## config.mk

```make
export PLATFORM = sky130hd
export DESIGN_NAME = fetch
export DESIGN_NICKNAME = d
export VERILOG_FILES = /design/src/hw/procIsaPkg.sv /design/src/hw/fetch.sv
export SDC_FILE = /design/constraint.sdc
export NUM_CORES = 2
export LEC_CHECK = 0
export BUFFER_PORTS_ARGS = -buffer_cell sky130_fd_sc_hd__buf_4
export CAP_MARGIN = 40
export CORE_ASPECT_RATIO = 1.1
export CORE_MARGIN = 5
export CORE_UTILIZATION = 60
export DETAILED_ROUTE_END_ITERATION = 8
export PLACE_DENSITY = 0.78
export SYNTH_ARGS = -nofsm -noshare
export SYNTH_HDL_FRONTEND = slang
export SYNTH_SLANG_ARGS = --single-unit
```

## constraint.sdc

```tcl
create_clock -name clk -period 2.8 [get_ports clk]
set_input_delay 0 -clock clk [delete_from_list [all_inputs] [get_ports clk]]
set_output_delay 0 -clock clk [all_outputs]
set_load 0.03 [all_outputs]
```

## src/hw/procIsaPkg.sv

```systemverilog
//##########################################################################
// Instruction-set definitions for the 16-bit single-cycle processor
// Word and index types, opcode and ALU function encodings, field positions
//##########################################################################
package procIsaPkg;

   localparam int WordW   = 16;
   localparam int RegIdxW = 3;
   localparam int AddrW   = 8;   // Word addresses for both memories
   localparam int OpW     = 5;
   localparam int FuncW   = 2;

   typedef logic [WordW-1:0]   word_t;
   typedef logic [WordW-1:0]   instr_t;
   typedef logic [RegIdxW-1:0] regIdx_t;
   typedef logic [AddrW-1:0]   imemAddr_t;
   typedef logic [AddrW-1:0]   dmemAddr_t;

   typedef enum logic [OpW-1:0] {
      OpNop   = 5'b00000,
      OpHalt  = 5'b00001,
      OpJ     = 5'b00100,
      OpJal   = 5'b00110,
      OpAddi  = 5'b01000,
      OpBeqz  = 5'b01100,
      OpBnez  = 5'b01101,
      OpSt    = 5'b10000,
      OpLd    = 5'b10001,
      OpLbi   = 5'b11000,
      OpRtype = 5'b11011,   // Function code picks the ALU op
      OpSeq   = 5'b11100,
      OpSlt   = 5'b11101
   } opcode_t;

   typedef enum logic [FuncW-1:0] {
      AluAdd = 2'b00,
      AluSub = 2'b01,
      AluAnd = 2'b10,
      AluXor = 2'b11
   } aluFunc_t;

   // Field positions
   localparam int OpMsb     = 15;
   localparam int OpLsb     = 11;
   localparam int RsMsb     = 10;
   localparam int RsLsb     = 8;
   localparam int RtMsb     = 7;
   localparam int RtLsb     = 5;
   localparam int RdMsb     = 4;   // R-form destination
   localparam int RdLsb     = 2;
   localparam int FuncMsb   = 1;
   localparam int FuncLsb   = 0;
   localparam int IrdMsb    = 7;   // I-form destination
   localparam int IrdLsb    = 5;
   localparam int Imm5Msb   = 4;
   localparam int Imm8Msb   = 7;
   localparam int Disp11Msb = 10;

   localparam regIdx_t LinkReg = 3'd7;   // Written by jal

endpackage

```

## src/hw/fetch.sv

```systemverilog
//##########################################################################
// Fetch stage with PC register, run/halt FSM and loadable instruction RAM
//##########################################################################
`timescale 1ns/1ps

module fetch #(
   parameter int ImemDepth = 256
) (
   input  logic                  clk,
   input  logic                  rstN,
   input  logic                  imemWe,
   input  procIsaPkg::imemAddr_t imemAddr,
   input  procIsaPkg::instr_t    imemData,
   input  procIsaPkg::word_t     nextPc,
   input  logic                  haltReq,
   output procIsaPkg::instr_t    instr,
   output procIsaPkg::word_t     pc,
   output procIsaPkg::word_t     pcPlusOne,
   output logic                  halted
);
   import procIsaPkg::*;

   typedef enum logic {
      StRun,
      StHalted
   } state_t;

   state_t state;
   instr_t imem [ImemDepth];

   // Program load only while the core sits in reset
   always_ff @(posedge clk) begin
      if (imemWe && !rstN) begin
         imem[imemAddr] <= imemData;
      end
   end

   always_ff @(posedge clk) begin
      if (!rstN) begin
         state <= StRun;
         pc    <= '0;
      end else if (state == StRun) begin
         if (haltReq) begin
            state <= StHalted;   // PC stays on the halting word
         end else begin
            pc <= nextPc;
         end
      end
   end

   assign instr     = imem[imemAddr_t'(pc)];   // Combinational read
   assign pcPlusOne = pc + word_t'(1);
   assign halted    = (state == StHalted);

   imemLoadInReset: assert property (@(posedge clk) imemWe |-> !rstN)
      else $error("instruction memory written while out of reset");

endmodule

```

# ---- Word-level counts from Yosys, hierarchy flattened
# Memory sizes are Yosys's and may differ from the RTL's. A register that Yosys moved wholly into a read port is not among the register bits.
# Cells that the tools add are included.
# W data, S select, Z words.
dict set report totals {
  regBits 17
  ramBits 4096
  input_bits 44
  out_inout_bits 49
  wordCells 15
  n_memories 1
}
# memory words word_bits read_ports rd_ports_with_merged_regs wr line_no
set memory_table {}
lappend memory_table {imem 256 16 1 1 1 fetch.sv:29} ;# instr_t imem [ImemDepth];
dict set report classes {
  add_sub_neg 1
  n_mux 6
  bitwise_logic 2
  reduce_logical 3
}
# op n
set ops {}
lappend ops {{$add A16 B1 Y16 const B} 1}
lappend ops {{$mux W8} 2}
lappend ops {{$mux W1} 4}
lappend ops {{$not A1 Y1} 2}
lappend ops {{$reduce_and A2 Y1} 1}
lappend ops {{$logic_and A1 B1 Y1} 1}
lappend ops {{$logic_not A1 Y1} 1}

# ---- Longest topological paths before layout
dict set report depth {
  depth_word 4
  ltp_mapped 13
  mapped_depth_nobuf 7
}

# ---- Least setup slack after synthesis
# Ideal clock, no wire load.
dict set report synth_path {
  path_type {register to output}
  start {register with a tool-made name}
  end {output instr[14]}
  arrival_ps 2991
  t_required_ps 2800
  setup_slack_ps -191
  stages_incl_launch_ff 11
  path_buffers 3
  cell_sequence {dfxtp_1 buf_4 or2_1 buf_2 buf_6 o22ai_1 nor3_1 a2111oi_0 nand4_1 or4_1 nor4_1}
}
# item line_no
set synth_lines {}
lappend synth_lines {{to (decl)} fetch.sv:16} ;# output procIsaPkg::instr_t instr,

==> results.txt <==
The largest vdd supply drop is 579 uV. The area fraction in compound gates after synthesis came out at 3.26%. The worst min-delay path class is in -> reg. The number of max-cap violations came out at 0. The share of synthesized area occupied by flip-flops and latches came out at 77.5%. The power density over the cells came out at 688 nW/um^2. The number of port buffers came out at 92. During synthesis, Yosys emitted a total of 0 warnings. Summing every instance area after synthesis gives 159000 um^2. At the end of the flow the core is filled with cells to 71.4%. The setup slack of the critical path after layout is -1660 ps. Setup repair after global routing could not meet its margin everywhere.

Compared with the post-synthesis result, the final layout area differs by 18.4%. The number of flops mapped to enable cells by yosys is 4096. The number of search-and-repair iterations in the first detailed-routing pass came out at 9. Yosys mapped the design onto 63 distinct sky130hd cell types. The data arrival time at the worst-slack endpoint is 4460 ps. STA classifies the critical path endpoint as a primary output. The floorplan die width came out at 502 um.

The via count normalized by instance count is 7.07. The clock sink count came out at 4121. The weighted congestion reported at the end of routability-driven placement is 0.955. TritonCTS built the clock tree. The final clock period utilization by the worst path is 159%. The number of nets in the synthesized netlist is 7578. The final-stage net count came out at 8873.

The post-synthesis share of cell area spent on full adders, half adders and majority gates came out at 0.00785%. The number of remaining DRC errors came out at 0. In this run the clock root is driven by a sky130_fd_sc_hd__clkbuf_16. The core region is 265000 um^2. The buffer depth of the longest clock path is 4.

The floorplan die area came out at 276000 um^2. The vertical die dimension is 551 um. In the final layout, the share of cells above drive strength 1 is 32.5%. For this design the top-level I/O count stands at 93. The instance count of the mapped netlist came out at 7533. Detailed placement ended at an HPWL of 264 mm. After detailed routing, the total wire length is 473 mm.

The layout filler cell count is 14300. The routed design could run at a clock period as short as 4460 ps. The clock insertion delay at the later pin of the skew report came out at 930 ps. The count of final hold-check violations came out at 0. The share of synthesized flip-flops with an asynchronous set or reset came out at 0%. The initial antenna violation count is 25. The number of DRC markers after the initial detailed-route iteration came out at 15600. The peak clock frequency supported by timing is 224 MHz. The number of global-route vias before repair came out at 89200. Setup violations remaining at the end of the flow were counted as 16. After synthesis the netlist holds a flip-flop and latch count of 4121.

The maximum number of pins on one net before global-route repair is 121. The library cells used most frequently in the layout, excluding fill and tap cells, are sky130_fd_sc_hd__edfxtp_1 (4096), sky130_fd_sc_hd__buf_4 (1026), sky130_fd_sc_hd__mux4_2 (825). The average wire per standard cell came out at 37.4 um. The xor and xnor area share after synthesis is 0.0769%.

The worst slew margin relative to its limit came out at 36.9%. Hold is met by 69.7 ps. The number of core rows came out at 198. Among all flip-flop cells after synthesis, the most frequent one is sky130_fd_sc_hd__edfxtp_1. The library cell used most frequently in the layout, excluding fill and tap cells, is sky130_fd_sc_hd__edfxtp_1. The critical path in this run is classified as reg -> out. The total CTS buffers is 389. Data on the critical path is required at its endpoint by 2800 ps. After synthesis, the largest family of logic cells by area is multiplexers. The fraction of synthesized area in multiplexers came out at 15.2%. STA classifies the critical path startpoint as a flip-flop. On the final layout, the worst clock skew is 49.6 ps.

The area fraction in and, or, nand and nor cells after synthesis came out at 2.37%. The run finished, with violations left. The final reports fail on setup timing. The global-route wire length before repair is 663 mm. For the pin with the worst max-slew slack, the measured transition is 947 ps.

Across every metal layer, demand over resource in global routing totals 33.9%. The standby leakage power is 59.8 nW. The number of pins with negative max-slew slack in the final report came out at 0. The post-CTS clock slew at the launch and capture registers of the worst setup and hold paths came out at 60 ps. For this run the aggregate overflow at the end of global routing stands at 0. The total vias in the final route came out at 89400.

The number of levels in the clock H-tree came out at 5. Once the floorplan was initialized, standard cells occupied 60.3% of the core. The peak fanout along the critical path came out at 45. The average footprint of a synthesized cell came out at 21.2 um^2.

The post-route antenna net violation count is 0.
[layer usage]
| layer | up-vias | share of wire [%] | global-route usage [%] | wire length [um] |
|---|---|---|---|---|
| met5 | - | 0.033 | 0 | 158 |
| met4 | 24 | 6.9 | 18.6 | 32900 |
| met3 | 1572 | 13 | 8.23 | 63500 |
| met2 | 8089 | 48 | 53.6 | 226000 |
| met1 | 45400 | 32 | 44.2 | 150000 |
| li1 | 34300 | - | - | - |
[final timing paths]
check                           startpoint        end  slack [ps]  cells after the start
worst max-delay path             flip-flop  instr[11]       -1660                     12
worst min-delay path             nextPc[2]      pc[2]          70                      5
worst max register to register      halted     pc[15]         590                      6
worst min register to register       pc[6]      pc[6]         660                      2
[layout make-up]
class                   count  area, um^2  area share [%]
well taps                3500        4380            2.32
clock buffers             446       10000            5.30
clock inverters           254        2500            1.32
repair buffers           1365       13600            7.20
diodes                     19        47.5          0.0252
multi-input cells        2947       34700            18.4
flip-flops and latches   4121      124000            65.4
inverters                   4        25.0          0.0133
[synth_stat cells, types with 44 or more instances]
library cell / n / area (um^2)
sky130_fd_sc_hd__buf_6: 50 / 563
sky130_fd_sc_hd__nor3_1: 158 / 791
sky130_fd_sc_hd__o221ai_1: 113 / 990
sky130_fd_sc_hd__o22ai_1: 193 / 1210
sky130_fd_sc_hd__edfxtp_1: 4096 / 123000
sky130_fd_sc_hd__a22oi_1: 44 / 330
sky130_fd_sc_hd__a21oi_1: 120 / 601
sky130_fd_sc_hd__mux2i_1: 500 / 5000
sky130_fd_sc_hd__mux2_2: 53 / 597
sky130_fd_sc_hd__buf_4: 60 / 450
sky130_fd_sc_hd__a211oi_1: 50 / 375
sky130_fd_sc_hd__buf_2: 79 / 395
sky130_fd_sc_hd__buf_1: 50 / 188
sky130_fd_sc_hd__mux4_2: 825 / 18600
sky130_fd_sc_hd__a221oi_1: 54 / 473
sky130_fd_sc_hd__nor2_1: 384 / 1440
sky130_fd_sc_hd__nand2_1: 94 / 353
sky130_fd_sc_hd__clkbuf_1: 205 / 769
[per-stage QoR]
stage                     setup slack, ps  std cells  power [mW]  setup TNS [ps]  instance area, um^2
after floorplan                      78.9       7533        73.0               0               160000
after global placement              -1490      11700        76.8          -16400               172000
after detailed placement            -1490      11700        76.9          -16340               172000
after CTS                           -1590      12600         129          -24080               188000
after global routing                -1710      12600         133          -25450               189000
final                               -1660      12700         130          -24690               189000
[critical path, stage by stage, from the launching register on]
cell and delay [ps]:
sky130_fd_sc_hd__dfxtp_4 360, sky130_fd_sc_hd__buf_4 160, sky130_fd_sc_hd__buf_6 490, sky130_fd_sc_hd__nor2b_4 480
sky130_fd_sc_hd__buf_4 270, sky130_fd_sc_hd__buf_4 190, sky130_fd_sc_hd__a22oi_1 120, sky130_fd_sc_hd__a21oi_1 180
sky130_fd_sc_hd__buf_4 150, sky130_fd_sc_hd__nor3_1 50, sky130_fd_sc_hd__buf_4 180, sky130_fd_sc_hd__nor4_4 610
sky130_fd_sc_hd__buf_6 230
[repair_timing]
item                                   in CTS  in global routing
cloned                                     23                  4
hold buffers                               74                  1
buffers inserted                           54                 37
endpoints found under the hold margin    4228                  3
resized for setup                         293                112
setup endpoints to repair                  18                 18
pin swaps                                  56                 28
[flip-flops by register name, indices dropped and copies added (netlist names), named ones only]
| register | cells |
|---|---|
| imem | 4096 |
| pc | 16 |
| halted | 1 |
[cells by family (layout without fill, tap and decap cells)]
logic type,after synthesis,in the layout
buf+inv,465,2069
flops,4121,4121
simple gates,822,822
compound gates,732,732
other cells,0,19
fa+ha+maj,1,1
xor+xnor,14,14
mux,1378,1378
[power breakdown]
part / internal, mW / switching, mW
logic: 3.61 / 5.38
registers: 67.9 / 0.0573
clock network: 29.7 / 23.3
total: 101 / 28.7
(Power assumes the default switching activity.)
