### config.mk
export PLATFORM = sky130hd
export DESIGN_NAME = decode
export DESIGN_NICKNAME = d
export VERILOG_FILES = /design/src/hw/procIsaPkg.sv /design/src/hw/procCtrlPkg.sv /design/src/hw/decode.sv
export SDC_FILE = /design/constraint.sdc
export NUM_CORES = 1
export LEC_CHECK = 0
export BUFFER_PORTS_ARGS = -buffer_cell sky130_fd_sc_hd__buf_4
export CELL_PAD_IN_SITES_DETAIL_PLACEMENT = 0
export CELL_PAD_IN_SITES_GLOBAL_PLACEMENT = 1
export CORE_UTILIZATION = 22
export DETAILED_ROUTE_END_ITERATION = 7
export GPL_ROUTABILITY_DRIVEN = 0
export GPL_TIMING_DRIVEN = 1
export MAX_ROUTING_LAYER = met4
export PLACE_DENSITY_LB_ADDON = 0.1
export SYNTH_ARGS = -nofsm -noshare
export SYNTH_HDL_FRONTEND = slang
export SYNTH_SLANG_ARGS = --single-unit
### constraint.sdc
create_clock -name vclk -period 2.95
set_clock_uncertainty 0.05 [all_clocks]
set_input_delay 0.7375 -clock vclk [all_inputs]
set_output_delay 0.7375 -clock vclk [all_outputs]
set_load 0.05 [all_outputs]
### src/hw/procIsaPkg.sv
//##########################################################################
// Instruction-set definitions for the 16-bit single-cycle processor
// Word and index types, opcode and ALU function encodings, field positions
//##########################################################################
package procIsaPkg;

   localparam int WordW   = 16;
   localparam int RegIdxW = 3;
   localparam int AddrW   = 8;   // Word addresses for both memories
   localparam int OpW     = 5;
   localparam int FuncW   = 2;

   typedef logic [WordW-1:0]   word_t;
   typedef logic [WordW-1:0]   instr_t;
   typedef logic [RegIdxW-1:0] regIdx_t;
   typedef logic [AddrW-1:0]   imemAddr_t;
   typedef logic [AddrW-1:0]   dmemAddr_t;

   typedef enum logic [OpW-1:0] {
      OpNop   = 5'b00000,
      OpHalt  = 5'b00001,
      OpJ     = 5'b00100,
      OpJal   = 5'b00110,
      OpAddi  = 5'b01000,
      OpBeqz  = 5'b01100,
      OpBnez  = 5'b01101,
      OpSt    = 5'b10000,
      OpLd    = 5'b10001,
      OpLbi   = 5'b11000,
      OpRtype = 5'b11011,   // Function code picks the ALU op
      OpSeq   = 5'b11100,
      OpSlt   = 5'b11101
   } opcode_t;

   typedef enum logic [FuncW-1:0] {
      AluAdd = 2'b00,
      AluSub = 2'b01,
      AluAnd = 2'b10,
      AluXor = 2'b11
   } aluFunc_t;

   // Field positions
   localparam int OpMsb     = 15;
   localparam int OpLsb     = 11;
   localparam int RsMsb     = 10;
   localparam int RsLsb     = 8;
   localparam int RtMsb     = 7;
   localparam int RtLsb     = 5;
   localparam int RdMsb     = 4;   // R-form destination
   localparam int RdLsb     = 2;
   localparam int FuncMsb   = 1;
   localparam int FuncLsb   = 0;
   localparam int IrdMsb    = 7;   // I-form destination
   localparam int IrdLsb    = 5;
   localparam int Imm5Msb   = 4;
   localparam int Imm8Msb   = 7;
   localparam int Disp11Msb = 10;

   localparam regIdx_t LinkReg = 3'd7;   // Written by jal

endpackage

### src/hw/procCtrlPkg.sv
//##########################################################################
// Control definitions for the single-cycle processor
// Source selects and the per-instruction control word built by decode
//##########################################################################
package procCtrlPkg;

   typedef enum logic {
      SrcBReg,
      SrcBImm5
   } aluSrcB_t;

   typedef enum logic [2:0] {
      WbAlu,
      WbMem,
      WbImm,
      WbPcPlusOne,
      WbCmp
   } wbSrc_t;

   typedef enum logic [1:0] {
      PcSeq,
      PcBeqz,
      PcBnez,
      PcJump
   } pcSrc_t;

   typedef struct packed {
      procIsaPkg::aluFunc_t aluFunc;
      aluSrcB_t             aluSrcB;
      wbSrc_t               wbSrc;
      pcSrc_t               pcSrc;
      logic                 regWrite;
      procIsaPkg::regIdx_t  regDst;
      logic                 memWrite;
      logic                 cmpLess;    // 1 for slt, 0 for seq
      logic                 halt;
      logic                 illegal;
   } ctrl_t;

endpackage

### src/hw/decode.sv
//##########################################################################
// Decode stage: opcode decoder, immediate extension, illegal opcode check
//##########################################################################
`timescale 1ns/1ps

module decode (
   input  procIsaPkg::instr_t  instr,
   output procCtrlPkg::ctrl_t  ctrl,
   output procIsaPkg::regIdx_t rsIdx,
   output procIsaPkg::regIdx_t rtIdx,
   output procIsaPkg::word_t   imm5Ext,
   output procIsaPkg::word_t   imm8Ext,
   output procIsaPkg::word_t   disp11Ext
);
   import procIsaPkg::*;
   import procCtrlPkg::*;

   opcode_t opcode;

   assign opcode = opcode_t'(instr[OpMsb:OpLsb]);
   assign rsIdx  = instr[RsMsb:RsLsb];
   assign rtIdx  = instr[RtMsb:RtLsb];   // Also the store data register

   assign imm5Ext   = {{(WordW-Imm5Msb-1){instr[Imm5Msb]}}, instr[Imm5Msb:0]};
   assign imm8Ext   = {{(WordW-Imm8Msb-1){instr[Imm8Msb]}}, instr[Imm8Msb:0]};
   assign disp11Ext = {{(WordW-Disp11Msb-1){instr[Disp11Msb]}}, instr[Disp11Msb:0]};

   always_comb begin
      // Defaults give a nop
      ctrl.aluFunc  = AluAdd;
      ctrl.aluSrcB  = SrcBReg;
      ctrl.wbSrc    = WbAlu;
      ctrl.pcSrc    = PcSeq;
      ctrl.regWrite = 1'b0;
      ctrl.regDst   = instr[RdMsb:RdLsb];
      ctrl.memWrite = 1'b0;
      ctrl.cmpLess  = 1'b0;
      ctrl.halt     = 1'b0;
      ctrl.illegal  = 1'b0;

      case (opcode)
         OpNop: ;
         OpHalt: ctrl.halt = 1'b1;
         OpRtype: begin
            ctrl.aluFunc  = aluFunc_t'(instr[FuncMsb:FuncLsb]);
            ctrl.regWrite = 1'b1;
         end
         OpAddi: begin
            ctrl.aluSrcB  = SrcBImm5;
            ctrl.regDst   = instr[IrdMsb:IrdLsb];
            ctrl.regWrite = 1'b1;
         end
         OpLbi: begin
            ctrl.wbSrc    = WbImm;
            ctrl.regDst   = instr[RsMsb:RsLsb];   // lbi targets rs
            ctrl.regWrite = 1'b1;
         end
         OpLd: begin
            ctrl.aluSrcB  = SrcBImm5;   // Address is rs + imm5
            ctrl.wbSrc    = WbMem;
            ctrl.regDst   = instr[IrdMsb:IrdLsb];
            ctrl.regWrite = 1'b1;
         end
         OpSt: begin
            ctrl.aluSrcB  = SrcBImm5;
            ctrl.memWrite = 1'b1;
         end
         OpSeq, OpSlt: begin
            ctrl.wbSrc    = WbCmp;
            ctrl.cmpLess  = (opcode == OpSlt);
            ctrl.regWrite = 1'b1;
         end
         OpBeqz: ctrl.pcSrc = PcBeqz;
         OpBnez: ctrl.pcSrc = PcBnez;
         OpJ:    ctrl.pcSrc = PcJump;
         OpJal: begin
            ctrl.pcSrc    = PcJump;
            ctrl.wbSrc    = WbPcPlusOne;
            ctrl.regDst   = LinkReg;
            ctrl.regWrite = 1'b1;
         end
         default: ctrl.illegal = 1'b1;   // Writes stay off
      endcase
   end

endmodule

# Word-level counts from Yosys, hierarchy flattened
# Index checks and enable logic that the tools add are counted.
# op_classes
n_eq_ne	12
mux	10
n_reduce_logical	7
# op_table
operator	n
equality test 5 bit (second input constant)	6
equality test 5 x 4 -> 1 bit (second input constant)	3
OR reduction 13 bit	1
case mux 3 bit (4 select lines)	1
equality test 5 x 3 -> 1 bit (second input constant)	2
case mux 3 bit (3 select lines)	1
OR reduction 7 bit	1
2-to-1 mux 1 bit	6
case mux 2 bit (3 select lines)	1
OR reduction 2 bit	3
equality test 5 x 1 -> 1 bit (second input constant)	1
logical NOT 5 bit	1
OR reduction 3 bit	1
2-to-1 mux 2 bit	1
# word_totals
reg_bits	0
input_bits	16
out_inout_bits	70
word_cells	29

# Logic depth before layout (Yosys ltp)
# depth
word_depth	3
depth_mapped	5
mapped_depth_nobuf	4

# Least setup slack after synthesis
# Ideal clock, no wire load.
# synth_path
path_kind	input port to output port
start	in instr[12]
end	out ctrl[1] (netlist name)
arrival_ps	2717
required_time_ps	2162
setup_slack_ps	-555
stages	3
n_path_buf	1
path_cell_list	clkbuf_1 -> nor2_1 -> nor4b_1
# synth_rtl
element	line	source
start: declaration	decode.sv:7	input procIsaPkg::instr_t instr,
end: declaration	decode.sv:8	output procCtrlPkg::ctrl_t ctrl,

==> flow_metrics.env <==
export IMPL_cp_slowest_cell="or3b_4"
export IMPL_fin_crit_ns=2.874
export IMPL_num_rows=20
export IMPL_hold_violations=0
export IMPL_insertedDiodeCount=0
export IMPL_start_util_pct=23.77
export IMPL_max_slew_margin_pct=82.52
export IMPL_ios=86
export IMPL_die_area_um2=3644
export IMPL_vias=728
export IMPL_grt_pass1_vias=577
export IMPL_path_max_fanout=3
export IMPL_hold_path_endpoint="rsIdx[1]"
export IMPL_worst_slack_ns=0.07582
export IMPL_dpl_hpwl_mm=1.607
export IMPL_power_density_nw_per_um2=298.9
export IMPL_status="complete, no violations"
export IMPL_cp_arrival_ns=2.09
export IMPL_layout_nets=156
export IMPL_synth_nets=121
export IMPL_dp_slack_ns=0.01214
export IMPL_drt_total_wl_mm=1.928
export IMPL_syn_area_um2=749.5
export IMPL_io_buffers=86
export IMPL_die_w_um=60.37
export IMPL_first_pass_iters=4
export IMPL_die_h_um=60.37
export IMPL_fp_coreArea_um2=3153
export IMPL_min_delay_path_class="input port to output port"
export IMPL_synthCells=105
export IMPL_synth_compound_area_share_pct=18.36
export IMPL_period_share_pct=97.43
export IMPL_drive_gt1_share_pct=73.19
export IMPL_maxCapViolCount=0
export IMPL_grt_max_degree=16
export IMPL_muxShareOfSynthArea_pct=0
export IMPL_grt_usage_pct=9.228
export IMPL_hold_buffers=0
export IMPL_finalSetupViolCount=0
export IMPL_ir_drop_v=0.00009099
export IMPL_drc_errors=0
export IMPL_nFlopsAndLatches=0
export IMPL_whs_path_depth=2
export IMPL_cp_start_kind="input port"
export IMPL_nClkBuffers=0
export IMPL_slew_viol_final=0
export IMPL_fmax_ghz=0.3479
export IMPL_ys_warn_count=0
export IMPL_synth_top_family_by_area="buffers and inverters"
export IMPL_wl_per_cell_um=10.59
export IMPL_register_area_um2=0
export IMPL_antenna_left=0
export IMPL_overflow=0
export IMPL_endpoint_kind="output port"
export IMPL_rsz0062_at_grt="no"
export IMPL_path_cells="buf_4 -> or3b_4 -> a211oi_4 -> nor2_2 -> a221o_2 -> buf_6"
export IMPL_required_ns=2.16
export IMPL_synthAdderAreaFrac_pct=0
export IMPL_antenna_found_initial=0
export IMPL_drtIter0Drc=22
export IMPL_yosysUniqueCellTypes=31
export IMPL_fin_tns_setup_ns=0
export IMPL_area_growth_syn_to_layout_pct=45.74
export IMPL_p_leak_nw=0.5631
export IMPL_hp_start="instr[9]"
export IMPL_synth_xor_area_share_pct=1.169
export IMPL_tightest_slew_ns=0.2616
export IMPL_yosysSeqAreaShare_pct=0
export IMPL_vias_per_cell=4.000
export IMPL_p_total_mw=0.3265
export IMPL_synth_simple_area_share_pct=21.70
export IMPL_path_class="input port to output port"
export IMPL_grt_pass1_wl_mm=2.635
export IMPL_crit_path_max_incr_delay_ns=0.40
export IMPL_avgSynthCellArea_um2=7.138
export IMPL_crit_start="instr[11]"
-- stage by stage --
stage	area (µm²)	hold slack (ns)	instances	util, %
final	1092	1.705	182	34.64
after global routing	1092	1.714	182	34.64
after CTS	1089	1.707	182	34.52
after detailed placement	1089	1.707	182	34.52
after global placement	1089	1.703	182	34.52
after floorplan	778.2	1.592	105	-
-- layout by cell type, fill, tap and decap left out, types with 2 or more instances in the layout --
cell type  count
a221o_1        2
and2_1         2
and3_1         2
buf_4         91
inv_1          2
nand2_1        3
nand4bb_1      2
nor2_1         7
nor2b_1        2
o21a_1         3
o21ai_0        2
-- synthesized netlist by cell type (2+ instances only) --
| cell | count | area share (%) |
|---|---|---|
| buf_4 | 54 | 54 |
| nor2_1 | 7 | 3.5 |
| a221o_1 | 3 | 4.0 |
| clkbuf_1 | 3 | 1.5 |
| nand2_1 | 3 | 1.5 |
| o21a_1 | 3 | 3.0 |
| a221oi_1 | 2 | 2.3 |
| and2_1 | 2 | 1.7 |
| and3_1 | 2 | 1.7 |
| inv_1 | 2 | 1.0 |
| nand4bb_1 | 2 | 3.0 |
| nor2b_1 | 2 | 1.7 |
| o21ai_0 | 2 | 1.3 |
-- power breakdown --
part	total [mW]	switching [mW]	internal, mW
Sequential	0	0	0
Clock	0	0	0
Combinational	0.326	0.230	0.0964
Total	0.326	0.230	0.0964
-- per-layer routing --
layer / up-vias / GRT usage, % / routed length [µm]
met3: 0 / 0 / 181
met4: 0 / 0 / 0
met2: 48 / 16.48 / 928
li1: 367 / - / -
met5: - / - / 0
met1: 313 / 12.40 / 818
-- worst max path at each step --
stage	endpoint	slack [ns]
3_5_place_dp	ctrl[4]	0.01
3_3_place_gp	ctrl[4]	0.02
5_1_grt	ctrl[4]	0.01
4_1_cts	ctrl[4]	0.01
2_1_floorplan	ctrl[5]	0.009
6_report	ctrl[4]	0.08
-- repair_timing --
item                                    CTS  global route
buffers inserted                          0             0
endpoints found under the setup margin    0             2
gates resized for setup                   0             1
-- logic make-up after synthesis --
kind of cell / count (synthesis)
buffers and inverters: 61
and+or+nand+nor: 27
xor gates and xnor gates: 1
AOI/OAI and AO/OA: 16
-- cell type report --
class | count | area (µm²)
tap | 44 | 55.05
timing repair buffer | 92 | 694.4
multi-input combinational | 44 | 335.3
fill | 352 | 2061
inverter | 2 | 7.507
-- critical path, delay by kind of cell --
family	cells	cell delay, ns
compound gates	2	0.60
simple gates	2	0.49
buf+inv	2	0.27
Power figures use the tool's default switching activity.
