## src/hw/procIsaPkg.sv

```systemverilog
//##########################################################################
// Instruction-set definitions for the 16-bit single-cycle processor
// Word and index types, opcode and ALU function encodings, field positions
//##########################################################################
package procIsaPkg;

   localparam int WordW   = 16;
   localparam int RegIdxW = 3;
   localparam int AddrW   = 8;   // Word addresses for both memories
   localparam int OpW     = 5;
   localparam int FuncW   = 2;

   typedef logic [WordW-1:0]   word_t;
   typedef logic [WordW-1:0]   instr_t;
   typedef logic [RegIdxW-1:0] regIdx_t;
   typedef logic [AddrW-1:0]   imemAddr_t;
   typedef logic [AddrW-1:0]   dmemAddr_t;

   typedef enum logic [OpW-1:0] {
      OpNop   = 5'b00000,
      OpHalt  = 5'b00001,
      OpJ     = 5'b00100,
      OpJal   = 5'b00110,
      OpAddi  = 5'b01000,
      OpBeqz  = 5'b01100,
      OpBnez  = 5'b01101,
      OpSt    = 5'b10000,
      OpLd    = 5'b10001,
      OpLbi   = 5'b11000,
      OpRtype = 5'b11011,   // Function code picks the ALU op
      OpSeq   = 5'b11100,
      OpSlt   = 5'b11101
   } opcode_t;

   typedef enum logic [FuncW-1:0] {
      AluAdd = 2'b00,
      AluSub = 2'b01,
      AluAnd = 2'b10,
      AluXor = 2'b11
   } aluFunc_t;

   // Field positions
   localparam int OpMsb     = 15;
   localparam int OpLsb     = 11;
   localparam int RsMsb     = 10;
   localparam int RsLsb     = 8;
   localparam int RtMsb     = 7;
   localparam int RtLsb     = 5;
   localparam int RdMsb     = 4;   // R-form destination
   localparam int RdLsb     = 2;
   localparam int FuncMsb   = 1;
   localparam int FuncLsb   = 0;
   localparam int IrdMsb    = 7;   // I-form destination
   localparam int IrdLsb    = 5;
   localparam int Imm5Msb   = 4;
   localparam int Imm8Msb   = 7;
   localparam int Disp11Msb = 10;

   localparam regIdx_t LinkReg = 3'd7;   // Written by jal

endpackage

```

## src/hw/procCtrlPkg.sv

```systemverilog
//##########################################################################
// Control definitions for the single-cycle processor
// Source selects and the per-instruction control word built by decode
//##########################################################################
package procCtrlPkg;

   typedef enum logic {
      SrcBReg,
      SrcBImm5
   } aluSrcB_t;

   typedef enum logic [2:0] {
      WbAlu,
      WbMem,
      WbImm,
      WbPcPlusOne,
      WbCmp
   } wbSrc_t;

   typedef enum logic [1:0] {
      PcSeq,
      PcBeqz,
      PcBnez,
      PcJump
   } pcSrc_t;

   typedef struct packed {
      procIsaPkg::aluFunc_t aluFunc;
      aluSrcB_t             aluSrcB;
      wbSrc_t               wbSrc;
      pcSrc_t               pcSrc;
      logic                 regWrite;
      procIsaPkg::regIdx_t  regDst;
      logic                 memWrite;
      logic                 cmpLess;    // 1 for slt, 0 for seq
      logic                 halt;
      logic                 illegal;
   } ctrl_t;

endpackage

```

## src/hw/memWriteback.sv

```systemverilog
//##########################################################################
// Data memory with debug read port and register write-data selection
//##########################################################################
`timescale 1ns/1ps

module memWriteback #(
   parameter int DmemDepth = 256
) (
   input  logic                  clk,
   input  procCtrlPkg::ctrl_t    ctrl,
   input  procIsaPkg::word_t     aluOut,
   input  procIsaPkg::word_t     rtData,
   input  procIsaPkg::word_t     imm8Ext,
   input  procIsaPkg::word_t     pcPlusOne,
   input  logic                  cmpFlag,
   input  logic                  running,
   input  procIsaPkg::dmemAddr_t dbgAddr,
   output procIsaPkg::word_t     dbgData,
   output procIsaPkg::word_t     wrData
);
   import procIsaPkg::*;
   import procCtrlPkg::*;

   word_t     dmem [DmemDepth];
   dmemAddr_t addr;
   word_t     rdData;

   assign addr = dmemAddr_t'(aluOut);   // Upper address bits ignored

   always_ff @(posedge clk) begin
      if (ctrl.memWrite && running) begin
         dmem[addr] <= rtData;
      end
   end

   assign rdData  = dmem[addr];
   assign dbgData = dmem[dbgAddr];   // Usable at any time

   always_comb begin
      case (ctrl.wbSrc)
         WbAlu:       wrData = aluOut;
         WbMem:       wrData = rdData;
         WbImm:       wrData = imm8Ext;
         WbPcPlusOne: wrData = pcPlusOne;
         WbCmp:       wrData = {{(WordW-1){1'b0}}, cmpFlag};
         default:     wrData = aluOut;
      endcase
   end

endmodule

```

## config.mk

```make
export PLATFORM = sky130hd
export DESIGN_NAME = memWriteback
export DESIGN_NICKNAME = d
export VERILOG_FILES = /design/src/hw/procIsaPkg.sv /design/src/hw/procCtrlPkg.sv /design/src/hw/memWriteback.sv
export SDC_FILE = /design/constraint.sdc
export NUM_CORES = 2
export LEC_CHECK = 0
export ABC_CLOCK_PERIOD_IN_PS = 8200
export BUFFER_PORTS_ARGS = -buffer_cell sky130_fd_sc_hd__buf_2
export CORE_MARGIN = 2
export CORE_UTILIZATION = 50
export CTS_CLUSTER_DIAMETER = 80
export DETAILED_ROUTE_END_ITERATION = 10
export PLACE_DENSITY = 0.73
export SKIP_CTS_REPAIR_TIMING = 1
export SLEW_MARGIN = 25
export SYNTH_ARGS = -nofsm -noshare
export SYNTH_HDL_FRONTEND = slang
export SYNTH_SLANG_ARGS = --single-unit
```

## constraint.sdc

```tcl
create_clock -name clk -period 8.2 [get_ports clk]
set_input_delay 2.46 -clock clk [delete_from_list [all_inputs] [get_ports clk]]
set_output_delay 2.46 -clock clk [all_outputs]
set_load 0.05 [all_outputs]
```

## Yosys cells after proc, flatten, opt, wreduce, memory -nomap -nowiden

Memories as Yosys holds them, arrays and structs flattened.
Index checks and enable logic that the tools add are counted.

| cells by class | value |
|---|---|
| eq/ne operators | 4 |
| muxes and demuxes | 3 |
| reductions and logical operators | 1 |

Operator list:

| operator | count |
|---|---|
| case mux 16 bit (4 select lines) | 1 |
| equality test 3 x 2 -> 1 bit, second input constant | 2 |
| equality test 3 x 1 -> 1 bit, second input constant | 1 |
| equality test 3 bit, second input constant | 1 |
| 2-to-1 mux 1 bit | 2 |
| logical AND 1 bit | 1 |

| word-level totals | value |
|---|---|
| register bits | 0 |
| RAM bits | 4096 |
| input bits | 91 |
| output and inout port bits | 32 |
| word-level logic and storage cells | 9 |
| memories | 1 |

Memories:

| memory | depth | bits a word | rd ports | clocked after Yosys merged registers in | wr ports | line | RTL |
|---|---|---|---|---|---|---|---|
| dmem | 256 | 16 | 2 | 0 | 1 | memWriteback.sv:24 | `word_t dmem [DmemDepth];` |

## Logic depth before layout (Yosys ltp)

| depth | value |
|---|---|
| word-level depth | 3 |
| gate-level depth with buffers | 12 |
| mapped depth without buffers | 7 |

## Least setup slack after synthesis

OpenSTA, ideal clock, no wires.

| timing path | value |
|---|---|
| path kind | input port to output port |
| start | input dbgAddr[1] |
| end | output dbgData[10] |
| arrival | 5.228 ns |
| required time | 5.740 ns |
| path slack | 0.512 ns |
| cell stages on the path | 9 |
| path buffers | 4 |
| cells stage by stage | clkbuf_1 > buf_2 > clkbuf_1 > buf_1 > mux4_2 > mux4_2 > a22oi_1 > a21oi_1 > or4_1 |

| on the way | value |
|---|---|
| longest elaborated chain between the ends | 1 |

Ends and longest elaborated chain:

| element | line | RTL |
|---|---|---|
| start, declared | memWriteback.sv:17 | `input procIsaPkg::dmemAddr_t dbgAddr,` |
| memory (256 x 16 bit) | -- |  |
| end, declared | memWriteback.sv:18 | `output procIsaPkg::word_t dbgData,` |

Every way passes these cells.

## Final worst setup path

| timing path | value |
|---|---|
| start | input aluOut[3] |
| end | output wrData[13] |

| on the way | value |
|---|---|
| longest elaborated chain between the ends | 2 |

Ends and longest elaborated chain:

| element | line | RTL |
|---|---|---|
| start, declared | memWriteback.sv:11 | `input procIsaPkg::word_t aluOut,` |
| memory (256 x 16 bit) | -- |  |
| case mux 16 bit (4 select lines) | memWriteback.sv:40 | `case (ctrl.wbSrc)` |
| end, declared | memWriteback.sv:19 | `output procIsaPkg::word_t wrData` |

Every way passes these cells.

==> results.ini <==
[die]
coreArea_um2 = 376000
fp.dieH_um = 619
die-width_um = 619
start_util_pct = 50.3
die_area_um2 = 383000
rows = 225
ios = 123

[synth]
syn-mean-instance-area_um2 = 21.1
netlist_top_cells_area = edfxtp_1 (65%), mux4_2 (27%), mux2i_1 (1.4%)
synth-edff-count = 4096
syn-cell-area_um2 = 189000
synth_area_leader_cell = edfxtp_1
yosysWarnings = 0
postSynthCellCount = 8958
synth_fp_nets = 9049
synth_mux_area_share_pct = 28.7
synth_xor_area_share_pct = 0
synth.distinct_cells = 46
synth_top_family_by_area = multiplexers
synth_seq_cells = 4096
synth-compound-area-share_pct = 2.53
ys_seq_area_share_pct = 65.1
netlist.area_leader.share_pct = 65.1
yosys.area_share.simple_pct = 1.98
synth_fa_ha_area_share_pct = 0
synthFlopType = edfxtp_1
ys_async_sr_fraction_pct = 0

[finish]
syn_to_final_growth_pct = 16.0
largest_reg_flops = 4096
fin_area_um2 = 219000
top_regs = dmem x4096
nets = 9889
final_cells = 15200
drive_above_1_share_pct = 43.7
fillers = 26300
top_register = dmem

[worst_setup_path]
cp_num_buf_inv = 6
worstPathArrival_ns = 5.94
cp_slowest_cell = and3_2
cpMostUsedCell = buf_4
slowest_delay_ns = 0.61
crit_cells = 11
worstPathRequired_ns = 5.74
path_class = primary input to output pin
critPathLaunchType = primary input
critPathCaptureType = output pin
path_cells = buf_8, buf_12, and3_2, buf_4, a221oi_1, a31oi_1, nor4_1, buf_4, o2bb2ai_1, buf_4, buf_2
cp_top_family = buffers and inverters
path_max_fanout = 31

[hold_path]
worstHoldStart = rtData[7]
hold_class = primary input to register
min_path_cells = 1
min_to = dmem[92][7]$_DFFE_PP_

[run_status]
violations = setup timing
outcome = finished, violations left

[pwr]
p_leak_nw = 69.0
ir_worst_vdd_mv = 0.192
powerDensity_nw_per_um2 = 210

[cts]
cts_tree = done
cts-buffers-inserted = 406
cts_max_level = 5
path_clk_slew_ns = 0.06
cts_root_buf = clkbuf_16
cts_sinks = 4096
cts_max_path_buffers = 4

[timing]
hold_violations = 0
fin_crit_sh_pct = 102
relSlewSlack_pct = 15.4
setup_viol = 17
whs_ns = 1.87
fin_tns_setup_ns = -0.679
fmax_mhz = 119
setup_ws_ns = -0.195
final_max_slew_viol_count = 0
rsz0062_at_grt = true
period_needed_ns = 8.40
tightestPinTransition_ns = 1.27

[placed_design]
gp_congestion = 1.00
dp_hpwl_um = 423000
port_buffers = 110
dp_cells = 14300
placed_cell_area_um2 = 204000
preCtsSetupSlack_ns = -0.335

[route]
wire_per_inst_um = 41.9
drt-total-wl_um = 635000
route.vias.total = 111000
vias_per_cell = 7.33
ant_nets = 0
firstDrtPassIters = 6
drtIter0Drc = 20100
drc = 0

[global_routing]
antenna_found_initial = 52
grt_pass1_vias = 108000
grt_usage_pct = 32.7
grt.overflow.total = 0
grt_max_degree = 227
grt_first_pass_wirelength_um = 868000

[flow_run]
cap_violations = 0

[cell type report]
cell class	instances	area, um2	area share [%]
well taps	4994	6250	2.85
flip-flops and latches	4096	123000	56.1
repair buffers	1175	12600	5.74
diodes	29	72.6	0.0331
clock inverters	245	2220	1.01
multi-input cells	4112	64400	29.4
clock buffers	493	10600	4.83
inverters	7	33.8	0.0154
[worst max-delay path by stage]
stage                    start     endpoint  slack, ns
finish               aluOut[3]   wrData[13]      -0.20
detailed placement   aluOut[5]   wrData[15]      -0.34
CTS                  aluOut[0]    wrData[7]      -0.33
floorplan           dbgAddr[1]  dbgData[10]       0.51
global placement     aluOut[5]   wrData[15]      -0.33
global route        dbgAddr[0]  dbgData[11]      -0.04
[power breakdown]
group	leakage, nW	switching (mW)	total (mW)	internal [mW]
Combinational	25.9	2.64	4.47	1.82
Sequential	36.8	0.0110	23.1	23.1
Clock	6.23	8.24	18.4	10.2
Total	69.0	10.9	45.9	35.0
[cells by family after synthesis]
| logic type | Yosys count |
|---|---|
| AOI/OAI and AO/OA | 650 |
| buffers and inverters | 750 |
| DFF | 4096 |
| muxes | 2568 |
| and+or+nand+nor | 894 |
[metal layers]
metal | wire, um | part of all wire, % | up-vias | track usage [%]
met5 | 356 | 0.056 | - | 0.240
met4 | 38200 | 6.0 | 30 | 16.1
met3 | 97400 | 15 | 1461 | 11.0
met2 | 286000 | 45 | 9542 | 48.4
met1 | 213000 | 34 | 58800 | 43.8
li1 | - | - | 41300 | -
[placed cells by master, fill, tap and decap left out, types with 15 or more instances in the layout]
cell type / count
a32oi_1: 111
clkbuf_8: 15
a21oi_2: 35
clkinv_1: 87
nor2_2: 178
a22o_1: 46
buf_4: 795
edfxtp_1: 4096
mux4_2: 2276
mux2_2: 23
a31oi_1: 31
buf_6: 31
o21ai_0: 51
buf_12: 215
buf_16: 27
a221oi_1: 34
and3_1: 15
a22oi_1: 151
nor2_1: 98
or4_1: 16
clkinvlp_4: 20
clkbuf_16: 433
bufinv_16: 31
nand3_1: 87
nand2_2: 15
a22oi_2: 47
mux2i_1: 263
nand2_1: 356
nor2_4: 50
buf_2: 57
clkbuf_1: 83
clkinv_2: 78
diode_2: 29
a21oi_1: 64
nand4_1: 19
[cell usage after synthesis, drive strengths merged (2+ instances only)]
cell type / instances
nand3: 93
nor2: 326
o311ai: 3
nand2b: 5
nor2b: 9
mux2i: 269
a31oi: 31
o2111ai: 5
buf: 372
a221oi: 35
o2bb2ai: 14
nor3b: 2
a311oi: 14
or2: 4
and3: 16
mux2: 23
a22oi: 198
and2: 4
a22o: 46
nand2: 377
nor3: 3
a2111oi: 16
o21ai: 51
nor4: 16
o22ai: 2
mux4: 2276
o211ai: 7
a32oi: 118
a21oi: 105
or4: 17
edfxtp: 4096
nand4: 19
clkbuf: 371
inv: 6
[stage by stage]
step	total power [mW]	utilization [%]
floorplan	25.7	-
global placement	27.6	54.2
detailed placement	27.7	54.3
CTS	45.7	57.7
global route	46.8	58.3
finish	45.9	58.3
Power figures use the tool's default switching activity.
