$ cat src/hw/procIsaPkg.sv
//##########################################################################
// Instruction-set definitions for the 16-bit single-cycle processor
// Word and index types, opcode and ALU function encodings, field positions
//##########################################################################
package procIsaPkg;

   localparam int WordW   = 16;
   localparam int RegIdxW = 3;
   localparam int AddrW   = 8;   // Word addresses for both memories
   localparam int OpW     = 5;
   localparam int FuncW   = 2;

   typedef logic [WordW-1:0]   word_t;
   typedef logic [WordW-1:0]   instr_t;
   typedef logic [RegIdxW-1:0] regIdx_t;
   typedef logic [AddrW-1:0]   imemAddr_t;
   typedef logic [AddrW-1:0]   dmemAddr_t;

   typedef enum logic [OpW-1:0] {
      OpNop   = 5'b00000,
      OpHalt  = 5'b00001,
      OpJ     = 5'b00100,
      OpJal   = 5'b00110,
      OpAddi  = 5'b01000,
      OpBeqz  = 5'b01100,
      OpBnez  = 5'b01101,
      OpSt    = 5'b10000,
      OpLd    = 5'b10001,
      OpLbi   = 5'b11000,
      OpRtype = 5'b11011,   // Function code picks the ALU op
      OpSeq   = 5'b11100,
      OpSlt   = 5'b11101
   } opcode_t;

   typedef enum logic [FuncW-1:0] {
      AluAdd = 2'b00,
      AluSub = 2'b01,
      AluAnd = 2'b10,
      AluXor = 2'b11
   } aluFunc_t;

   // Field positions
   localparam int OpMsb     = 15;
   localparam int OpLsb     = 11;
   localparam int RsMsb     = 10;
   localparam int RsLsb     = 8;
   localparam int RtMsb     = 7;
   localparam int RtLsb     = 5;
   localparam int RdMsb     = 4;   // R-form destination
   localparam int RdLsb     = 2;
   localparam int FuncMsb   = 1;
   localparam int FuncLsb   = 0;
   localparam int IrdMsb    = 7;   // I-form destination
   localparam int IrdLsb    = 5;
   localparam int Imm5Msb   = 4;
   localparam int Imm8Msb   = 7;
   localparam int Disp11Msb = 10;

   localparam regIdx_t LinkReg = 3'd7;   // Written by jal

endpackage

$ cat src/hw/regFile.sv
//##########################################################################
// Register file, eight 16-bit registers, two async reads and one write
//##########################################################################
`timescale 1ns/1ps

module regFile (
   input  logic                clk,
   input  logic                rstN,
   input  procIsaPkg::regIdx_t rsIdx,
   input  procIsaPkg::regIdx_t rtIdx,
   input  logic                wrEn,
   input  procIsaPkg::regIdx_t wrIdx,
   input  procIsaPkg::word_t   wrData,
   output procIsaPkg::word_t   rsData,
   output procIsaPkg::word_t   rtData
);
   import procIsaPkg::*;

   localparam int NumRegs = 2 ** RegIdxW;

   word_t regs [NumRegs];

   always_ff @(posedge clk) begin
      if (!rstN) begin
         for (int i = 0; i < NumRegs; i++) begin
            regs[i] <= '0;
         end
      end else if (wrEn) begin
         regs[wrIdx] <= wrData;
      end
   end

   // No bypass, the write lands at the end of the cycle
   assign rsData = regs[rsIdx];
   assign rtData = regs[rtIdx];

endmodule

$ cat config.mk
export PLATFORM = sky130hd
export DESIGN_NAME = regFile
export DESIGN_NICKNAME = d
export VERILOG_FILES = /design/src/hw/procIsaPkg.sv /design/src/hw/regFile.sv
export SDC_FILE = /design/constraint.sdc
export NUM_CORES = 1
export LEC_CHECK = 0
export ABC_CLOCK_PERIOD_IN_PS = 2900
export CORE_MARGIN = 2
export CORE_UTILIZATION = 60
export CTS_CLUSTER_DIAMETER = 50
export DETAILED_ROUTE_END_ITERATION = 8
export DONT_BUFFER_PORTS = 1
export PLACE_DENSITY = 0.78
export SYNTH_ARGS = -nofsm -noshare
export SYNTH_HDL_FRONTEND = slang
export SYNTH_SLANG_ARGS = --single-unit
$ cat constraint.sdc
create_clock -name clk -period 2.9 [get_ports clk]
set_input_delay 0.145 -clock clk [delete_from_list [all_inputs] [get_ports clk]]
set_output_delay 0.145 -clock clk [all_outputs]
set_load 0.01 [all_outputs]
**After elaboration in Yosys (flattened, before gate mapping)**

Memories as Yosys holds them, arrays and structs flattened.
Index checks and enable logic that the tools add are counted.

- Logic and storage cells: 9
- Input bits: 28
- Memories kept: 1
- Flip-flop bits (word level): 0
- Output and inout port bits: 32
- Memory bits (writable): 128

- Muxes and demuxes: 7
- Reductions and logical operators: 1

Memory list:

| name | depth | bits a word | rd ports | clocked after memory_dff | wr ports | RTL line | source |
|---|---|---|---|---|---|---|---|
| regs | 8 | 16 | 2 | 0 | 8 | regFile.sv:21 | `word_t regs [NumRegs];` |

Operators by type and width:

| operator | count |
|---|---|
| two-way mux 16 bit | 1 |
| OR reduction 16 bit | 1 |
| two-way mux 1 bit | 5 |
| two-way mux 3 bit | 1 |

**Longest topological paths before layout**

Gate-level depths: netlist (run 1).

- Word-level depth: 5
- Gate-level depth with buffers: 5
- Depth with buffers taken out: 2

**Worst setup path after synthesis (run 1)**

OpenSTA, ideal clock, no wires.

- Kind: input port to flip-flop
- From: input rstN
- To: memory regs[7][0] (netlist bit), enable pin
- Library setup time: 0.411 ns
- Data required time: 2.489 ns
- Cell stages on the path: 4
- Path slack: 0.649 ns
- Buffers on the path: 2
- Data arrival time: 1.840 ns
- Cell sequence: buf_2 > nand3_1 > clkbuf_1 > o21ai_0

RTL lines:

| item | RTL line | source |
|---|---|---|
| from (decl) | regFile.sv:8 | `input logic rstN,` |
| to (decl) | regFile.sv:21 |  |

==> results.toml, run 1 <==
[die]
core_um2 = 11300
pin_count = 60
fp-row-count = 39
die_h_um = 111
initial_core_util_pct = 60.7
die_w_um = 111
die-area_um2 = 12300

[synthesis]
syn_avg_cell_area_um2 = 16.0
yosysTopAreaCell = "edfxtp_1"
netlist.area_leader.share_pct = 55.9
synth-seq-area-share_pct = 55.9
syn_nets = 458
synthCells = 430
synth_cell_types = 17
yosysWarnings = 0
synth_area_leaders = "edfxtp_1 (56%), mux4_1 (21%), nor3_1 (9.3%)"
ys_ff_latch = 128
synth_flop_cell = "edfxtp_1"
synthesis.area_um2 = 6880
async_flop_share_pct = 0
synth_edf_count = 128
synth_common_cells = "edfxtp_1 (128), nor3_1 (128), mux4_1 (56)"

[setup_path]
cp_slowest_stage_delay_ns = 0.56
path_cells = "mux4_1 -> mux2_2"
crit_path_start = "regs[1][12]"
cp.required_ns = 2.76
cp-start-kind = "flip-flop"
criticalPathCategory = "reg2out"
crit_arrival_ns = 1.74
critPathTopFamily = "multiplexers"
path_depth = 2
critPathMaxFanout = 2
critPathBufInv = 0
crit_path_end_kind = "output pin"
cp_slowest_cell = "mux4_1"

[route]
post_drt_via_cell_ratio = 7.25
wl_met2_um = 8400
drc_errors = 0
dr_total_vias = 4146
wl_met1_um = 5990
avgRoutedWirePerCell_um = 28.2
top_layer = "met4"
antenna_left = 0
wl_um = 16200
dr_wl_met3_um = 1350
drtIter0Drc = 415
first_pass_iters = 5

[outcome]
status = "complete, no violations"

[worst_hold_path]
min_path_cells = 2
whs_endpoint = "regs[6][6]"
hp-start = "wrData[6]"
min_path_type = "in2reg"

[cells_and_area]
reg_top3 = "regs: 128 flops"
finalNetCount = 444
largest_reg_flops = 128
synthToLayoutAreaGrowth_pct = 9.84
drive_above_1_share_pct = 19.6
final_cell_area_um2 = 7550
antennaDiodeCount = 0
final_util_pct = 66.7
fillCellCount = 726
largest-register = "regs"

[clocking]
cts_tree = "yes"
clkTransAtPathRegs_ns = 0.06
cts_sinks = 128
cts_buffers = 17
clk_path_buf_depth = 2
cts.repair.resized = 0
postCtsHoldBufs = 0
post-cts-setup-buffer-count = 0
htreeDepth = 4
cts_root_buffer = "clkbuf_16"

[power_and_ir_drop]
leakagePower_nw = 2.47
ir_drop_uv = 531
power_density_nw_per_um2 = 656

[global_route]
grt_pass1_vias = 4286
grt_usage_pct = 27.4
gr-total-overflow = 0
antenna_found_initial = 0
grt_pass1_wl_um = 24900
grt_max_degree = 39

[placement]
place_ws_ns = 1.09
portBuffers = 0
post-dp-hpwl_um = 9290
gp_congestion = 0.743
placedInstanceArea_um2 = 6930

[sta]
final_hold_viol_count = 0
clock.fmax_mhz = 532
slew_violations = 0
fin_hold_ws_ns = 0.0923
post-route-period-util_pct = 64.9
fin_ws_ns = 1.02
maxSlewHeadroom_pct = 30.4
setup_viol = 0
rsz0062_at_grt = "no"
tns_ns = 0
min_period_ns = 1.88
tightest_slew_ns = 1.04

[job]
max-cap-violations = 0
==> layout by cell type, fill, tap and decap left out, types with 3 or more instances in the layout <==
master / Yosys / routed
clkinv_2: 0 / 3
mux4_1: 56 / 56
mux2_2: 32 / 32
buf_4: 0 / 15
clkbuf_16: 0 / 17
mux4_2: 8 / 8
o21ai_1: 0 / 8
clkinv_1: 16 / 19
bufinv_16: 0 / 5
nor3_1: 128 / 128
edfxtp_1: 128 / 128
==> kinds of logic (layout without fill, tap and decap cells) <==
group	count (synthesis)	count (layout)	synth area share, %
and+or+nand+nor	134	134	9.83
DFF	128	128	55.9
muxes	96	96	29.3
buffers and inverters	64	63	4.44
AOI/OAI and AO/OA	8	8	0.582
==> metrics by stage <==
step | power, W | instances
CTS | 0.00496 | 572
global route | 0.00507 | 572
finish | 0.00495 | 572
detailed placement | 0.00271 | 540
global placement | 0.00269 | 540
floorplan | 0.00263 | 430
==> how the worst max path moves through the flow <==
stage / to
6_report: rtData[12]
5_1_grt: rsData[14]
4_1_cts: rtData[12]
3_5_place_dp: regs[2][7]
3_3_place_gp: regs[6][0]
2_1_floorplan: regs[7][0]
==> per-layer routing <==
layer  track usage, %  up-vias
met1             34.9     2088
met4             11.9        0
met3             7.38       36
met2             44.9      242
met5                0        -
li1                 -     1780
==> where the power goes <==
| group | internal, W | switching (W) | leakage (nW) |
|---|---|---|---|
| logic | 0.000226 | 0.000245 | 0.940 |
| registers | 0.00216 | 0.0000554 | 1.23 |
| clock network | 0.00151 | 0.000761 | 0.303 |
==> area by class of cell <==
type / count / area, um^2 / area share, %
sequential: 128 / 3840 / 50.9
multi-input combinational: 238 / 2730 / 36.2
clock buffer: 19 / 433 / 5.73
clock inverter: 13 / 193 / 2.55
tap: 143 / 179 / 2.37
timing repair buffer: 15 / 113 / 1.49
inverter: 16 / 60.1 / 0.795
No activity file was read; power rests on OpenSTA's default activity.
==> run 2: changes to the inputs <==
ABC_AREA = 1   (was default)
ABC_CLOCK_PERIOD_IN_PS = 1900   (was 2900)
clock period = 1.9 ns   (was 2.9 ns; I/O delays follow)
==> results.toml, run 2 <==
[synthesis]
synthMuxAreaShare_pct = 0
syn_nets = 1060
synthesis.area_um2 = 7540
synth_area_leaders = "edfxtp_1 (51%), nand2_1 (21%), nand3_1 (8.5%)"
syn_avg_cell_area_um2 = 7.30
netlist.area_leader.share_pct = 51.0
synth_cell_types = 14
synth-seq-area-share_pct = 51.0
synth-compound-area-share_pct = 0
synth_common_cells = "nand2_1 (425), inv_1 (152), nor2_1 (131)"
synth_edf_count = 128
async_flop_share_pct = 0
yosysTopAreaCell = "edfxtp_1"
yosysWarnings = 0
synthCells = 1032
synthAdderAreaFrac_pct = 0
ys_ff_latch = 128
synth_flop_cell = "edfxtp_1"
synth_simple_gate_area_share_pct = 37.3
synth_xor_area_share_pct = 0
synth_top_family_by_area = "simple AND/OR/NAND/NOR gates"
synth.most_common_cell = "nand2_1"

[sta]
tightest_slew_ns = 0.717
setup_viol = 0
rsz0062_at_grt = "no"
final_hold_viol_count = 0
maxSlewHeadroom_pct = 52.1
slew_violations = 0
post-route-period-util_pct = 78.3
tns_ns = 0
clock.fmax_mhz = 673
min_period_ns = 1.49

[setup_path]
critPathCapture = "rsData[10]"
critPathTopFamily = "flip-flops"
crit_path_end_kind = "output pin"
criticalPathCategory = "reg2out"
path_depth = 6
cpMostUsedCell = "nand2_1"
crit_arrival_ns = 1.39
critPathMaxFanout = 2
cp_slowest_stage_delay_ns = 0.40
cp_slowest_cell = "edfxtp_1"
path_cells = "inv_1 -> nand2_1 -> nand3_1 -> nand2_1 -> nand2_1 -> nand2_1"
critPathBufInv = 1
crit_path_start = "regs[7][10]"
cp.required_ns = 1.80
cp-start-kind = "flip-flop"

[global_route]
grt_usage_pct = 35.0
antenna_found_initial = 0
grt_max_degree = 66
grt_pass1_vias = 6249
grt_pass1_wl_um = 34400
gr-total-overflow = 0

[power_and_ir_drop]
ir_drop_uv = 551
power_density_nw_per_um2 = 878
leakagePower_nw = 4.10

[die]
pin_count = 60
die-area_um2 = 13500
initial_core_util_pct = 62.2
fp-row-count = 40
core_um2 = 12100
die_w_um = 116
die_h_um = 116

[clocking]
cts_root_buffer = "clkbuf_16"
cts.repair.resized = 0
post-cts-setup-buffer-count = 0
cts_tree = "yes"
htreeDepth = 4
clk_path_buf_depth = 2
clkTransAtPathRegs_ns = 0.05
cts_buffers = 17
postCtsHoldBufs = 0
cts_sinks = 128

[cells_and_area]
largest-register = "regs"
mostFrequentLayoutCells = "nand2_1 (425), inv_1 (152), nor2_1 (131), nand3_1 (128), edfxtp_1 (128)"
final_util_pct = 66.9
finalNetCount = 1042
synthToLayoutAreaGrowth_pct = 7.47
fillCellCount = 1081
seq_area_um2 = 3840
layout.cells.most_common = "nand2_1"
largest_reg_flops = 128
antennaDiodeCount = 0
drive_above_1_share_pct = 5.37
multi_input_area_um2 = 2810
reg_top3 = "regs: 128 flops"

[route]
post_drt_via_cell_ratio = 5.56
avgRoutedWirePerCell_um = 18.7
antenna_left = 0
drtIter0Drc = 915
first_pass_iters = 6
dr_total_vias = 6626
drc_errors = 0
wl_um = 22300

[placement]
portBuffers = 0
gp_congestion = 0.985
post-dp-hpwl_um = 15000

[worst_hold_path]
min_path_type = "in2reg"
hp-start = "rstN"

[outcome]
status = "complete, no violations"

[job]
max-cap-violations = 0
## run 2: logic make-up after synthesis
kind of cell,count (synthesis)
and+or+nand+nor,695
buffers and inverters,209
DFF,128
## run 2: final cells by class
type,instances,share of cell area (%)
clock buffer,20,5.39
tap,168,2.60
multi-input combinational,695,34.7
clock inverter,9,0.881
inverter,154,7.14
sequential,128,47.5
timing repair buffer,18,1.82
## run 2: per-stage QoR
stage               instance area [um^2]  setup WS, ns  power [W]  std cells  hold WS [ns]
floorplan                           7540         0.463    0.00409       1032         0.383
global placement                    7590         0.538    0.00429       1163         0.319
detailed placement                  7590         0.483    0.00430       1163         0.320
CTS                                 8100         0.474    0.00709       1192        0.0534
global route                        8100         0.356    0.00734       1192        0.0575
finish                              8100         0.413    0.00711       1192        0.0535
## run 2: worst min-delay path by stage
stage	cells past startpoint	to
detailed placement	2	rsData[4]
floorplan	2	regs[0][10]
CTS	1	regs[4][2]
global placement	2	rsData[4]
global route	1	regs[4][4]
finish	1	regs[4][2]
## run 2: power by group
group          leakage [nW]  internal [W]  switching [W]
sequential             1.23       0.00329      0.0000713
combinational          2.62      0.000250       0.000658
clock                 0.254       0.00175        0.00109
## run 2: layer usage
layer / up-vias / GRT usage, % / share of wire [%]
li1: 3119 / - / -
met1: 3002 / 45.0 / 37
met2: 430 / 56.1 / 47
met3: 75 / 7.27 / 11
met4: 0 / 18.9 / 5.0
met5: - / 0 / 0
